--- src/common/uart_link_params.svh ---
/* UART link timing and codes */

`ifndef UART_LINK_PARAMS_SVH
`define UART_LINK_PARAMS_SVH

// Serial bit timing
`define UART_CLKS_PER_BIT 8             // Clocks per bit, simulation value

// Power-up delay before the announce byte
`define UART_STARTUP_CYCLES 64

// Command codes received on rx
`define LINK_CMD_ON     8'h33           // Set enable
`define LINK_CMD_OFF    8'h66           // Clear enable
`define LINK_CMD_TOGGLE 8'h9D           // Invert enable

// Reply codes sent on tx
`define LINK_ACK 8'h3C                  // Command taken, also startup announce
`define LINK_NAK 8'hC3                  // Bad stop bit

`endif
--- src/common/uart_link_pkg.sv ---
/* UART link shared types */

`default_nettype none

package uart_link_pkg;

    // One serial payload byte
    typedef logic [7:0] byte_t;

    // Controller states
    typedef enum logic [2:0] {
        ST_POWERUP    = 3'd0,  // Waiting out power-up delay
        ST_ANNOUNCE   = 3'd1,  // Sending the startup acknowledge
        ST_IDLE       = 3'd2,  // Transmitter free, nothing in flight
        ST_REPLY_WAIT = 3'd3   // Reply on the line
    } ctrl_state_t;

endpackage

`default_nettype wire

--- src/hdl/uart_link_top.sv ---
/* UART command link top */

`default_nettype none

module uart_link_top (
    input  wire logic clk,
    input  wire logic rst_n,
    input  wire logic rx,           // Serial in, idle high
    output logic      tx,           // Serial out, idle high
    output logic      ready,
    output logic      enable,
    output logic      overrun
);

    import uart_link_pkg::*;

    byte_t rx_data;
    logic  rx_valid;
    logic  rx_frame_err;
    byte_t tx_data;
    logic  tx_start;
    logic  tx_busy;

    // Serial in
    uart_rx u_rx (
        .clk          (clk),
        .rst_n        (rst_n),
        .rx           (rx),
        .rx_data      (rx_data),
        .rx_valid     (rx_valid),
        .rx_frame_err (rx_frame_err)
    );

    // Decode, queue and enable
    link_ctrl u_ctrl (
        .clk          (clk),
        .rst_n        (rst_n),
        .rx_data      (rx_data),
        .rx_valid     (rx_valid),
        .rx_frame_err (rx_frame_err),
        .tx_busy      (tx_busy),
        .tx_data      (tx_data),
        .tx_start     (tx_start),
        .ready        (ready),
        .enable       (enable),
        .overrun      (overrun)
    );

    // Serial out
    uart_tx u_tx (
        .clk      (clk),
        .rst_n    (rst_n),
        .tx_data  (tx_data),
        .tx_start (tx_start),
        .tx       (tx),
        .tx_busy  (tx_busy)
    );

endmodule

`default_nettype wire

--- src/hdl/link_ctrl.sv ---
/* Command link controller */

`default_nettype none

`include "uart_link_params.svh"

module link_ctrl (
    input  wire logic                 clk,
    input  wire logic                 rst_n,
    input  wire uart_link_pkg::byte_t rx_data,
    input  wire logic                 rx_valid,
    input  wire logic                 rx_frame_err,
    input  wire logic                 tx_busy,
    output uart_link_pkg::byte_t      tx_data,
    output logic                      tx_start,
    output logic                      ready,      // Announce has gone out
    output logic                      enable,     // Commanded level
    output logic                      overrun     // Sticky, byte lost
);

    import uart_link_pkg::*;

    localparam int unsigned STARTUP = `UART_STARTUP_CYCLES;
    localparam int unsigned CNT_W   = $clog2(STARTUP);

    // Enable effect of a command
    typedef enum logic [1:0] {
        ACT_KEEP,
        ACT_SET,
        ACT_CLEAR,
        ACT_INVERT
    } act_t;

    ctrl_state_t      state_q;
    logic [CNT_W-1:0] pwr_cnt_q;    // Power-up delay count
    logic             start_q;
    logic             ready_q;
    logic             enable_q;
    logic             overrun_q;
    logic             pend_q;       // Reply waiting for the line
    byte_t            pend_byte_q;
    act_t             pend_act_q;
    byte_t            tx_data_q;
    byte_t            dec_byte;     // Decoded reply
    act_t             dec_act;
    logic             byte_in;
    logic             tx_free;
    logic             issue;

    // Decode the incoming byte
    always_comb begin
        dec_byte = rx_data;                     // Echo unknown bytes
        dec_act  = ACT_KEEP;
        if (rx_frame_err) begin
            dec_byte = `LINK_NAK;
        end else begin
            case (rx_data)
                `LINK_CMD_ON: begin
                    dec_byte = `LINK_ACK;
                    dec_act  = ACT_SET;
                end
                `LINK_CMD_OFF: begin
                    dec_byte = `LINK_ACK;
                    dec_act  = ACT_CLEAR;
                end
                `LINK_CMD_TOGGLE: begin
                    dec_byte = `LINK_ACK;
                    dec_act  = ACT_INVERT;
                end
                default: ;
            endcase
        end
    end

    assign byte_in = ready_q && (rx_valid || rx_frame_err);     // Ignored before ready
    assign tx_free = !tx_busy && !start_q;      // Busy lags start by a cycle
    assign issue   = pend_q && tx_free &&
                     (state_q == ST_IDLE || state_q == ST_REPLY_WAIT);

    always_ff @(posedge clk or negedge rst_n) begin
        if (!rst_n) begin
            state_q   <= ST_POWERUP;
            pwr_cnt_q <= '0;
            start_q   <= 1'b0;
            ready_q   <= 1'b0;
            enable_q  <= 1'b0;
            overrun_q <= 1'b0;
            pend_q    <= 1'b0;
        end else begin
            start_q <= 1'b0;
            case (state_q)
                ST_POWERUP: begin
                    pwr_cnt_q <= pwr_cnt_q + 1'b1;
                    if (pwr_cnt_q == CNT_W'(STARTUP - 1)) begin
                        state_q <= ST_ANNOUNCE;
                    end
                end
                ST_ANNOUNCE: begin
                    if (tx_free) begin
                        start_q <= 1'b1;
                        ready_q <= 1'b1;
                        state_q <= ST_REPLY_WAIT;
                    end
                end
                ST_IDLE: begin
                    if (issue) begin
                        start_q <= 1'b1;
                        state_q <= ST_REPLY_WAIT;
                    end
                end
                ST_REPLY_WAIT: begin
                    if (issue) begin
                        start_q <= 1'b1;          // Queued reply right behind
                    end else if (tx_free) begin
                        state_q <= ST_IDLE;
                    end
                end
                default: state_q <= ST_POWERUP;
            endcase

            // Enable changes with its reply
            if (issue) begin
                case (pend_act_q)
                    ACT_SET:    enable_q <= 1'b1;
                    ACT_CLEAR:  enable_q <= 1'b0;
                    ACT_INVERT: enable_q <= !enable_q;
                    default:    ;
                endcase
            end

            // One deep queue
            if (byte_in) begin
                if (pend_q && !issue) begin
                    overrun_q <= 1'b1;            // No room, byte dropped
                end else begin
                    pend_q <= 1'b1;
                end
            end else if (issue) begin
                pend_q <= 1'b0;
            end
        end
    end

    // Payload registers
    always_ff @(posedge clk) begin
        if (byte_in && (!pend_q || issue)) begin
            pend_byte_q <= dec_byte;
            pend_act_q  <= dec_act;
        end
        if (state_q == ST_ANNOUNCE && tx_free) begin
            tx_data_q <= `LINK_ACK;
        end else if (issue) begin
            tx_data_q <= pend_byte_q;
        end
    end

    assign tx_data  = tx_data_q;
    assign tx_start = start_q;
    assign ready    = ready_q;
    assign enable   = enable_q;
    assign overrun  = overrun_q;

endmodule

`default_nettype wire

--- src/uart/uart_tx.sv ---
/* UART transmitter */

`default_nettype none

module uart_tx (
    input  wire logic                 clk,
    input  wire logic                 rst_n,
    input  wire uart_link_pkg::byte_t tx_data,
    input  wire logic                 tx_start,   // One cycle pulse while idle
    output logic                      tx,         // Serial out idling high
    output logic                      tx_busy
);

    logic [9:0] frame_load;     // Stop, data, start
    logic [9:0] shift_q;        // Frame bits with the current bit at [0]
    logic [9:0] shift_nxt;
    logic [3:0] bit_cnt_q;      // Bits already on the line
    logic       tx_q;
    logic       busy_q;
    logic       load;
    logic       tick;

    assign frame_load = {1'b1, tx_data, 1'b0};
    assign shift_nxt  = {1'b1, shift_q[9:1]};     // Refill with idle level
    assign load       = tx_start;

    baud_timer u_timer (
        .clk        (clk),
        .rst_n      (rst_n),
        .run        (busy_q),
        .restart    (load),
        .half_start (1'b0),             // Full periods only
        .tick       (tick)
    );

    always_ff @(posedge clk or negedge rst_n) begin
        if (!rst_n) begin
            tx_q      <= 1'b1;
            busy_q    <= 1'b0;
            bit_cnt_q <= '0;
        end else if (load) begin
            tx_q      <= frame_load[0];   // Start bit on next cycle
            busy_q    <= 1'b1;
            bit_cnt_q <= '0;
        end else if (busy_q && tick) begin
            if (bit_cnt_q == 4'd9) begin
                tx_q   <= 1'b1;           // Stop bit done
                busy_q <= 1'b0;
            end else begin
                tx_q      <= shift_nxt[0];
                bit_cnt_q <= bit_cnt_q + 1'b1;
            end
        end
    end

    // Frame shifter
    always_ff @(posedge clk) begin
        if (load) begin
            shift_q <= frame_load;
        end else if (busy_q && tick) begin
            shift_q <= shift_nxt;
        end
    end

    assign tx      = tx_q;              // Line driven from a flop
    assign tx_busy = busy_q;

endmodule

`default_nettype wire

--- src/uart/uart_rx.sv ---
/* UART receiver */

`default_nettype none

module uart_rx (
    input  wire logic            clk,
    input  wire logic            rst_n,
    input  wire logic            rx,            // Serial in, idle high
    output uart_link_pkg::byte_t rx_data,
    output logic                 rx_valid,      // Good byte
    output logic                 rx_frame_err   // Stop bit was low
);

    import uart_link_pkg::*;

    typedef enum logic [1:0] {
        RX_IDLE,
        RX_START,
        RX_DATA,
        RX_STOP
    } rx_state_t;

    rx_state_t  state_q;
    logic       rx_meta_q;      // First sync stage
    logic       rx_sync_q;      // Second sync stage
    logic       rx_prev_q;      // For edge detect
    logic [2:0] bit_cnt_q;      // Data bit index
    byte_t      shift_q;        // Assembled byte, LSB first
    logic       valid_q;
    logic       ferr_q;
    logic       start_edge;
    logic       tick;

    // Line falls while idle
    assign start_edge = (state_q == RX_IDLE) && rx_prev_q && !rx_sync_q;

    baud_timer u_timer (
        .clk        (clk),
        .rst_n      (rst_n),
        .run        (state_q != RX_IDLE),
        .restart    (start_edge),
        .half_start (1'b1),             // Land ticks at mid-bit
        .tick       (tick)
    );

    always_ff @(posedge clk or negedge rst_n) begin
        if (!rst_n) begin
            rx_meta_q <= 1'b1;
            rx_sync_q <= 1'b1;
            rx_prev_q <= 1'b1;
        end else begin
            rx_meta_q <= rx;
            rx_sync_q <= rx_meta_q;
            rx_prev_q <= rx_sync_q;
        end
    end

    always_ff @(posedge clk or negedge rst_n) begin
        if (!rst_n) begin
            state_q   <= RX_IDLE;
            bit_cnt_q <= '0;
            valid_q   <= 1'b0;
            ferr_q    <= 1'b0;
        end else begin
            valid_q <= 1'b0;            // Pulses by default
            ferr_q  <= 1'b0;
            case (state_q)
                RX_IDLE: begin
                    if (start_edge) begin
                        state_q <= RX_START;
                    end
                end
                RX_START: begin
                    if (tick) begin
                        // Still low at mid-bit, else a glitch
                        state_q   <= rx_sync_q ? RX_IDLE : RX_DATA;
                        bit_cnt_q <= '0;
                    end
                end
                RX_DATA: begin
                    if (tick) begin
                        bit_cnt_q <= bit_cnt_q + 1'b1;
                        if (bit_cnt_q == 3'd7) begin
                            state_q <= RX_STOP;
                        end
                    end
                end
                RX_STOP: begin
                    if (tick) begin
                        valid_q <= rx_sync_q;
                        ferr_q  <= !rx_sync_q;
                        state_q <= RX_IDLE;
                    end
                end
                default: state_q <= RX_IDLE;
            endcase
        end
    end

    // Data path, no reset needed
    always_ff @(posedge clk) begin
        if (state_q == RX_DATA && tick) begin
            shift_q <= {rx_sync_q, shift_q[7:1]};
        end
    end

    assign rx_data      = shift_q;      // Stable while a pulse is out
    assign rx_valid     = valid_q;
    assign rx_frame_err = ferr_q;

endmodule

`default_nettype wire

--- src/hdl/baud_timer.sv ---
/* Bit period timer */

`default_nettype none

`include "uart_link_params.svh"

module baud_timer #(
    parameter int unsigned CLKS_PER_BIT = `UART_CLKS_PER_BIT
) (
    input  wire logic clk,
    input  wire logic rst_n,
    input  wire logic run,          // Count enable
    input  wire logic restart,      // Reload from the start of a period
    input  wire logic half_start,   // First period is half length
    output logic      tick          // End of bit period
);

    localparam int unsigned CNT_W = (CLKS_PER_BIT > 2) ? $clog2(CLKS_PER_BIT) : 1;
    localparam int unsigned HALF  = CLKS_PER_BIT / 2;

    localparam logic [CNT_W-1:0] LOAD_FULL = CNT_W'(CLKS_PER_BIT - 1);
    localparam logic [CNT_W-1:0] LOAD_HALF = CNT_W'(HALF - 1);

    logic [CNT_W-1:0] cnt_q;        // Cycles left in this period

    always_ff @(posedge clk or negedge rst_n) begin
        if (!rst_n) begin
            cnt_q <= LOAD_FULL;
        end else if (restart) begin
            cnt_q <= half_start ? LOAD_HALF : LOAD_FULL;
        end else if (run) begin
            if (cnt_q == '0) begin
                cnt_q <= LOAD_FULL;         // Back to back periods
            end else begin
                cnt_q <= cnt_q - 1'b1;
            end
        end
    end

    // One cycle pulse on the last cycle of a period
    assign tick = run && (cnt_q == '0);

endmodule

`default_nettype wire

--- config.mk ---
export PLATFORM = sky130hd
export DESIGN_NAME = uart_link_top
export DESIGN_NICKNAME = d
export VERILOG_FILES = /design/src/common/uart_link_pkg.sv /design/src/hdl/uart_link_top.sv /design/src/hdl/link_ctrl.sv /design/src/uart/uart_tx.sv /design/src/uart/uart_rx.sv /design/src/hdl/baud_timer.sv
export VERILOG_INCLUDE_DIRS = /design/src /design/src/common
export SDC_FILE = /design/constraint.sdc
export NUM_CORES = 1
export LEC_CHECK = 0
export ABC_AREA = 1
export BUFFER_PORTS_ARGS = -buffer_cell sky130_fd_sc_hd__buf_2
export CAP_MARGIN = 20
export CORE_MARGIN = 1.5
export CORE_UTILIZATION = 55
export DETAILED_ROUTE_END_ITERATION = 6
export GPL_TIMING_DRIVEN = 0
export PLACE_DENSITY = 0.71
export SETUP_SLACK_MARGIN = 0.5
export SLEW_MARGIN = 20
export SYNTH_ARGS = -nofsm -noshare
export SYNTH_HDL_FRONTEND = slang
export SYNTH_SLANG_ARGS = --single-unit
export TNS_END_PERCENT = 10
--- constraint.sdc ---
create_clock -name clk -period 2.2 [get_ports clk]
set_input_delay 0.22 -clock clk [delete_from_list [all_inputs] [get_ports clk]]
set_output_delay 0.22 -clock clk [all_outputs]
set_load 0.02 [all_outputs]
=== Word level (Yosys, flattened, before mapping) ===
Cells that the tools add are included.

* Output and inout port bits: 4
* Flip-flop bits (word level): 71
* Input port bits: 3

* Add/sub/neg operators: 5
* Reduce and logical (&&, ||, !) cells: 45
* Equal/unequal tests: 27
* Mux-type cells: 46

{| class="wikitable"
|+ Operator list
! operator !! count
|-
| 3-bit 2-to-1 mux || 13
|-
| 9-bit 2-to-1 mux || 2
|-
| 2-bit by 1-bit != test with 1-bit output (second input constant) || 9
|-
| 1-bit 2-to-1 mux || 15
|-
| 2-bit nonzero test || 7
|-
| 1-bit logical AND || 13
|-
| 2-bit 2-to-1 mux || 6
|-
| 4-bit 2-to-1 mux || 3
|-
| 3-bit one-hot mux with 4 select lines || 1
|-
| 2-bit AND reduction || 6
|-
| 5-bit AND reduction || 2
|-
| 3-bit zero test || 3
|-
| 2-bit == test (second input constant) || 4
|-
| 8-bit by 6-bit == test with 1-bit output (second input constant) || 1
|-
| 8-bit by 7-bit == test with 1-bit output (second input constant) || 1
|-
| 8-bit == test (second input constant) || 1
|-
| 8-bit 2-to-1 mux || 1
|-
| 2-bit one-hot mux with 4 select lines || 1
|-
| 6-bit by 1-bit adder with 6-bit output (second input constant) || 1
|-
| 3-bit by 2-bit == test with 1-bit output (second input constant) || 2
|-
| 6-bit == test (second input constant) || 1
|-
| 1-bit zero test || 6
|-
| 2-bit != test (second input constant) || 3
|-
| 2-bit one-hot mux with 3 select lines || 1
|-
| 16 further kinds || 20
|}

=== Logic depth before layout (Yosys ltp) ===
Gate-level depths: netlist of run 1.

* Depth after elaboration: 8
* Gate-level depth with buffers: 10

=== Modules after synthesis ===
A second synthesis of run 1 with hierarchy kept.

* Cells, all modules: 335
* Area, all modules: 3163.0 um^2

{| class="wikitable"
|+ By module, submodules not included
! module !! cells an instance !! instances !! area an instance (um^2)
|-
| link_ctrl || 145 || 1 || 1361.3
|-
| uart_rx || 56 || 1 || 680.7
|-
| uart_tx || 64 || 1 || 680.7
|-
| baud_timer || 35 || 2 || 220.2
|}

=== Worst setup path after synthesis of run 1 ===
OpenSTA, ideal clock, no wires.

* Kind: flip-flop to flip-flop
* Start: register u_ctrl.start_q (netlist: u_ctrl.tx_start)
* End: register u_ctrl.pend_act_q[0] (enable)
* Library setup time: 0.380 ns
* Cell stages (with the launch flop): 8
* Clock period less this slack: 1.853 ns
* Arrival time: 1.473 ns
* Buffers on the path: 2
* Setup slack: 0.347 ns
* Cell sequence: dfrtp_1 -> buf_6 -> nor2_4 -> inv_2 -> nor2_4 -> buf_6 -> inv_2 -> a21oi_1

* Word-level cells in the longest chain between the ends: 6

{| class="wikitable"
|+ RTL lines
! element !! line !! text
|-
| from (decl) || link_ctrl.sv:36 || <nowiki>logic start_q;</nowiki>
|-
| from (signal assigned) || link_ctrl.sv:84 || <nowiki>start_q <= 1'b0;</nowiki>
|-
| from (signal assigned) || link_ctrl.sv:90 || <nowiki>start_q <= 1'b0;</nowiki>
|-
| from (signal assigned) || link_ctrl.sv:100 || <nowiki>start_q <= 1'b1;</nowiki>
|-
| 1-bit zero test || link_ctrl.sv:76 || <nowiki>assign tx_free = !tx_busy && !start_q;</nowiki>
|-
| 1-bit logical AND || link_ctrl.sv:76 ||
|-
| 1-bit logical AND (2 in a row) || link_ctrl.sv:77 || <nowiki>assign issue = pend_q && tx_free &&</nowiki>
|-
| 1-bit logical OR || link_ctrl.sv:146 || <nowiki>if (byte_in && (!pend_q || issue)) begin</nowiki>
|-
| 1-bit logical AND || link_ctrl.sv:146 ||
|-
| to (signal assigned) || link_ctrl.sv:148 || <nowiki>pend_act_q <= dec_act;</nowiki>
|-
| to (decl) || link_ctrl.sv:42 || <nowiki>act_t pend_act_q;</nowiki>
|}

No other way between the ends.
A chain may end at the register's enable or synchronous reset.

=== Worst setup path after layout of run 1 ===
* Start: register u_rx.state_q[0]
* End: register u_rx.shift_q[0] (netlist: u_rx.rx_data[0]) (enable)

* Word-level cells in the longest chain between the ends: 3
* Elaborated cells on any way between the ends: 4
* Classes of those cells: 1 x eq/ne; 3 x reduce/logical

{| class="wikitable"
|+ RTL lines
! element !! line !! text
|-
| from (decl) || uart_rx.sv:23 || <nowiki>rx_state_t state_q;</nowiki>
|-
| from (signal assigned) || uart_rx.sv:76 || <nowiki>state_q <= rx_sync_q ? RX_IDLE : RX_DATA;</nowiki>
|-
| 2-bit nonzero test || uart_rx.sv:40 || <nowiki>.run (state_q != RX_IDLE),</nowiki>
|-
| 1-bit logical AND || baud_timer.sv:41 || <nowiki>assign tick = run && (cnt_q == '0);</nowiki>
|-
| 1-bit logical AND (*) || uart_rx.sv:102 || <nowiki>if (state_q == RX_DATA && tick) begin</nowiki>
|-
| to (signal assigned) || uart_rx.sv:103 || <nowiki>shift_q <= {rx_sync_q, shift_q[7:1]};</nowiki>
|-
| to (decl) || uart_rx.sv:28 || <nowiki>byte_t shift_q;</nowiki>
|}

Every way passes the cells marked *; elsewhere a longest branch is shown, timed or not.

==> results.py, run 1 <==
metrics = {
    "min_path": {
        "hold_class": "reg2reg",
        "hold-path-cell-count": 0,
    },
    "setup_path": {
        "path_max_fanout": 9,
        "critPathArrivalTime_ps": 1670,
        "cp_slowest_cell": "dfrtp_2",
        "critPathKind": "reg2reg",
        "crit_chain": "inv_1 -> ha_1 -> inv_1 -> nand3_2 -> nor2_4 -> buf_12",
        "crit_path_max_incr_delay_ps": 410,
        "required_ps": 2260,
        "worstSetupStartpointType": "register",
        "crit_family": "flip-flops",
        "worst-path-buf-inv": 3,
        "critPathCaptureType": "register",
        "rr_worst_depth": 6,
        "cpMostUsedCell": "inv_1",
        "cp.depth": 6,
    },
    "place": {
        "post-place-ws_ps": 57.2,
        "place.gp.congestion": 0.810,
        "io_buffers": 6,
        "dpl_cell_area_sq_um": 3190,
        "dp.cells": 387,
        "dpl.hpwl_um": 3320,
    },
    "clocking": {
        "clock_path_buffers": 2,
        "cts_root_buffer": "clkbuf_8",
        "cts_tree": "built",
        "clock_sinks": 69,
        "htreeDepth": 3,
        "clk_latency_ps": 330,
        "path_clk_slew_ps": 60,
        "numCtsBuffers": 9,
    },
    "finish": {
        "mostFrequentLayoutCell": "nand2_1",
        "nFillCells": 412,
        "drive_gt1_frac": 0.152,
        "fin_nets": 353,
        "n_antenna_cell": 0,
        "fin_util": 0.668,
        "design_area_sq_um": 3500,
        "area_delta_synth_final_pct": 14.1,
        "mostFrequentLayoutCells": "60 x nand2_1, 50 x inv_1, 29 x o21ai_0",
        "final_cells": 411,
    },
    "timing": {
        "grt_setup_unrepaired": "true",
        "finalWorstSetupSlack_ps": 589,
        "worstMarginPinSlew_ps": 772,
        "finalSetupTns_ps": 0,
        "final-setup-viol-count": 0,
        "fmax_mhz": 621,
        "slew_violations": 0,
        "fin_skew_ps": 4.17,
        "relSlewSlack": 0.486,
        "final.period_utilization": 0.732,
        "hold_viol": 0,
        "fin_crit_ps": 1610,
    },
    "routing": {
        "drt-total-wl_um": 4730,
        "wl_per_cell_um": 11.5,
        "ant_nets": 0,
        "drt-initial-drc-count": 45,
        "drc": 0,
        "first_pass_iters": 4,
        "vias": 2008,
        "via_per_inst": 4.89,
    },
    "global_route": {
        "grt_pass1_wl_um": 8300,
        "grt_usage": 0.179,
        "overflow": 0,
        "grt_pass1_vias": 1895,
        "antenna_found_initial": 0,
        "grt_max_degree": 36,
    },
    "logic_synthesis": {
        "synth_top_area_frac": 0.255,
        "syn_nets": 328,
        "postSynthCellCount": 311,
        "yosys_warnings": 0,
        "synthDistinctLibCells": 30,
        "synth_area_leaders": "edfxtp_1 25%, dfrtp_1 20%, dfstp_2 8.6%",
        "synth-seq-cells": 69,
        "yosys.area.top_type": "edfxtp_1",
        "synth-seq-area-share": 0.597,
        "syn_area_sq_um": 3070,
        "avgSynthCellArea_sq_um": 9.86,
    },
    "flow_run": {
        "maxCapViolCount": 0,
    },
    "outcome": {
        "status": "finished, final reports clean",
    },
    "floorplan": {
        "initial_core_util": 0.585,
        "fp.coreArea_sq_um": 5240,
        "die_area_sq_um": 6030,
        "fp.dieH_um": 77.7,
        "die_x_um": 77.7,
        "num_rows": 26,
        "top_level_ports": 7,
    },
    "power_and_ir_drop": {
        "ir_worst_vdd_mv": 0.794,
        "p_leak_uw": 0.00159,
        "cellPowerDensity_nw_per_um2": 812,
    },
}
cells by family after synthesis:
group	count (synthesis)	synth area share
adder cells (fa/ha/maj)	14	0.0571
XOR/XNOR	6	0.0171
AO/OA/AOI/OAI	52	0.0951
AND/OR/NAND/NOR	112	0.156
buffers and inverters	57	0.0747
multiplexers	1	0.00327
flip-flops	69	0.597
worst paths after layout:
| kind | startpoint | to | slack (ps) |
|---|---|---|---|
| worst max register to register | u_rx.state_q[0] | u_rx.rx_data[0] | 590 |
| worst min register to register | u_rx.rx_meta_q | u_rx.rx_sync_q | 360 |
| worst max-delay path | u_rx.state_q[0] | u_rx.rx_data[0] | 590 |
| min in group asynchronous | rst_n | u_ctrl.tx_start | 500 |
| worst min-delay path | u_rx.rx_meta_q | u_rx.rx_sync_q | 360 |
| max in group asynchronous | rst_n | u_rx.state_q[0] | 1160 |
state kept, by name (all words and copies together) (netlist names), 2 cells and up, named ones only:
| signal | cells |
|---|---|
| u_tx.bit_cnt_q | 4 |
| u_ctrl.state_q | 2 |
| u_rx.bit_cnt_q | 3 |
| u_ctrl.pend_act_q | 2 |
| u_tx.u_timer.cnt_q | 3 |
| u_rx.u_timer.cnt_q | 3 |
| u_ctrl.pwr_cnt_q | 6 |
| u_ctrl.tx_data | 8 |
| u_tx.shift_q | 8 |
| u_rx.rx_data | 8 |
| u_ctrl.pend_byte_q | 8 |
timing repair:
item | in CTS | in global routing
endpoints found under the setup margin | 21 | 27
buffers inserted | 2 | 4
gates resized for setup | 5 | 2
hold buffers | 2 | 0
pin swaps | 1 | 2
gates cloned | 0 | 0
endpoints found under the hold margin | 26 | 0
cells in the mapped netlist, drive strengths merged:
master,instances
o21ai,29
or2,1
dfxtp,8
xor2,3
xnor2,3
ha,14
mux2i,1
nand4,1
nor3,4
a31oi,1
o211ai,1
nor2,30
a21boi,1
edfxtp,26
inv,54
dfrtp,25
dfstp,10
o21bai,1
a22o,2
buf,2
nand3,14
a21oi,13
nand2,62
o31ai,4
clkbuf,1
power by group:
| part | leakage, uW | internal (uW) | switching, uW |
|---|---|---|---|
| sequential | 0.000718 | 1400 | 42.2 |
| combinational | 0.000771 | 139 | 258 |
| clock | 0.0000979 | 588 | 414 |
| total | 0.00159 | 2130 | 714 |
routing by layer:
metal | vias up | routed length (um) | global-route usage
met2 | 23 | 2290 | 0.284
met3 | 5 | 187 | 0.0765
li1 | 1052 | - | -
met5 | - | 0 | 0
met4 | 0 | 51 | 0.0600
met1 | 928 | 2200 | 0.220
final cells by class:
cell class	instances	area, sq um	area share
timing repair buffer	14	120	0.0343
clock inverter	1	30.0	0.00859
sequential	69	1830	0.523
tap	70	87.6	0.0250
inverter	54	203	0.0580
clock buffer	15	166	0.0476
multi-input combinational	185	1030	0.296
buffer	3	26.3	0.00751
through the flow:
stage | hold WS, ps | total power [uW]
global route | 358 | 3000
floorplan | -75.6 | 1740
finish | 356 | 2840
CTS | 357 | 2870
detailed placement | 326 | 1840
global placement | 326 | 1820
worst reg2reg max path, cell delays in order (launching register included):
cell	delay (ps)
dfrtp_2	410
inv_1	90
ha_1	230
inv_1	100
nand3_2	170
nor2_4	190
buf_12	140
Power figures use the tool's default switching activity.
==> run 2, diff against run 1 <==
Clock period 2.2 ns to 1.5 ns, I/O delays scaled along.
==> run 2 against run 1 <==
Against the previous run:
- the flow now finishes with violations (negative hold slack, negative setup slack)
- clock skew rose by 9.4 ps
- non-clock buffer count rose by 1
- sequential power grew 47%
- via count rose by 4.4%
- core utilization grew 7.2 points
- total power up 67%
- clock-buffer cell count is 4 lower
- cell area rose by 11%
- combinational power grew to 2.8 times the previous value
- sequential share of layout area decreased by 5.2 points
- die area unchanged
- final cell count increased by 0.24%
- critical path type unchanged
==> results.py, run 2 (same netlist as run 1, synthesis figures left out) <==
metrics = {
    "floorplan": {
        "initial_core_util": 0.585,
        "fp.coreArea_sq_um": 5240,
        "fp.dieH_um": 77.7,
        "die_x_um": 77.7,
        "top_level_ports": 7,
        "num_rows": 26,
        "die_area_sq_um": 6030,
    },
    "setup_path": {
        "critPathKind": "reg2reg",
        "r2r-start": "u_ctrl.tx_start",
        "reg2reg_setup_slack_ps": -40,
        "required_ps": 1550,
        "worstSetupStartpointType": "register",
        "rr_worst_depth": 8,
        "critPathCaptureType": "register",
        "critPathArrivalTime_ps": 1590,
        "r2r_end": "u_ctrl.pend_byte_q[6]",
        "path_max_fanout": 10,
    },
    "timing": {
        "hold_viol": 25,
        "finalWorstSetupSlack_ps": -40.6,
        "grt_setup_unrepaired": "true",
        "worstMarginPinSlew_ps": 789,
        "whs_ps": -116,
        "fin_skew_ps": 13.5,
        "slew_violations": 0,
        "final.period_utilization": 1.03,
        "fin_crit_ps": 1540,
        "relSlewSlack": 0.474,
        "final-setup-viol-count": 10,
        "fmax_mhz": 649,
    },
    "routing": {
        "met3WireLength_um": 102,
        "vias": 2097,
        "first_pass_iters": 5,
        "highest_layer": "met4",
        "drt-total-wl_um": 5580,
        "wl_per_cell_um": 13.5,
        "ant_nets": 0,
        "m1WireLength_um": 2620,
        "drc": 0,
        "drt-initial-drc-count": 71,
        "via_per_inst": 5.09,
        "wl_met2_um": 2770,
    },
    "global_route": {
        "antenna_found_initial": 0,
        "overflow": 0,
        "grt_pass1_wl_um": 9140,
        "grt_usage": 0.195,
        "grt_pass1_vias": 2076,
        "grt_max_degree": 36,
    },
    "clocking": {
        "clk_latency_ps": 340,
        "htreeDepth": 3,
        "path_clk_slew_ps": 80,
        "clock_sinks": 69,
        "numCtsBuffers": 9,
        "cts_tree": "built",
        "cts_root_buffer": "clkbuf_8",
        "clock_path_buffers": 2,
        "cts_hold_buf": 1,
    },
    "finish": {
        "mostFrequentLayoutCells": "44 x nand2_1, 31 x inv_1, 26 x edfxtp_1",
        "fin_nets": 354,
        "area_delta_synth_final_pct": 26.4,
        "mostFrequentLayoutCell": "nand2_1",
        "fin_util": 0.740,
        "drive_gt1_frac": 0.377,
        "n_antenna_cell": 0,
    },
    "place": {
        "place.gp.congestion": 0.809,
        "dpl.hpwl_um": 3410,
        "io_buffers": 6,
        "post-place-ws_ps": -197,
    },
    "power_and_ir_drop": {
        "fin_total_pwr_uw": 4740,
        "p_leak_uw": 0.00164,
        "cellPowerDensity_nw_per_um2": 1220,
        "ir_worst_vdd_mv": 1.08,
    },
    "outcome": {
        "violations": "negative hold slack, negative setup slack",
        "status": "finished with violations",
    },
    "flow_run": {
        "maxCapViolCount": 0,
    },
    "min_path": {
        "hold_class": "in2async",
    },
}
## run 2: changes by cell type in the layout (fill, tap and decap cells not counted), sizes merged
cell         previous run  this run
clkinv                  0         3
clkinvlp                0         1
bufinv                  1         0
clkbuf                 16        12
inv                    54        55
buf                    14        16
dlygate4sd3             2         1
## run 2: routing by layer
metal,track usage,vias up
li1,-,1056
met1,0.240,1016
met4,0.0836,0
met5,0,-
met2,0.329,18
met3,0.0412,7
## run 2: power breakdown
part	total (uW)	leakage, uW	internal (uW)	switching (uW)
Clock	1500	0.000106	794	706
Combinational	1120	0.000820	461	658
Sequential	2120	0.000719	2050	73.5
## run 2: stage by stage
stage | TNS [ps] | std cells | area, sq um
5_1_grt | -1050 | 412 | 3880
3_3_place_gp | -3540 | 387 | 3210
3_5_place_dp | -4360 | 387 | 3210
4_1_cts | -389 | 412 | 3760
6_report | -345 | 412 | 3880
2_1_floorplan | -58.2 | 311 | 3090
## run 2: area by class of cell
class | count | area (sq um)
Sequential cell | 69 | 1830
Fill cell | 344 | 1360
Multi-Input combinational cell | 185 | 1360
Inverter | 54 | 218
Clock buffer | 11 | 174
Timing Repair Buffer | 15 | 154
Tap cell | 70 | 87.6
Clock inverter | 5 | 28.8
Buffer | 3 | 26.3
## run 2: what timing repair did
item                       in CTS  in global routing
hold endpoints to repair       26                 25
gates resized for setup        85                 37
pin swaps                      48                 43
setup endpoints to repair      84                 84
buffers inserted                8                  0
## run 2: how the worst max path moves through the flow
stage | from | to | slack [ps] | cells past startpoint
floorplan | u_ctrl.tx_start | u_ctrl.pend_act_q[0] | -6 | 7
global placement | u_ctrl.tx_start | u_ctrl.pend_byte_q[7] | -170 | 7
detailed placement | u_rx.state_q[0] | u_rx.rx_data[0] | -200 | 5
CTS | u_ctrl.tx_start | u_ctrl.pend_byte_q[6] | -40 | 8
global route | u_ctrl.tx_start | u_ctrl.pend_byte_q[7] | -110 | 8
finish | u_ctrl.tx_start | u_ctrl.pend_byte_q[6] | -40 | 8
## run 2: worst max-delay path, stage by stage (launching register included)
cell and delay (ps):
dfrtp_1 380, buf_6 140, nor2_4 110, inv_2 60
nor2_4 100, buf_6 120, inv_6 40, a21oi_4 160
buf_12 140
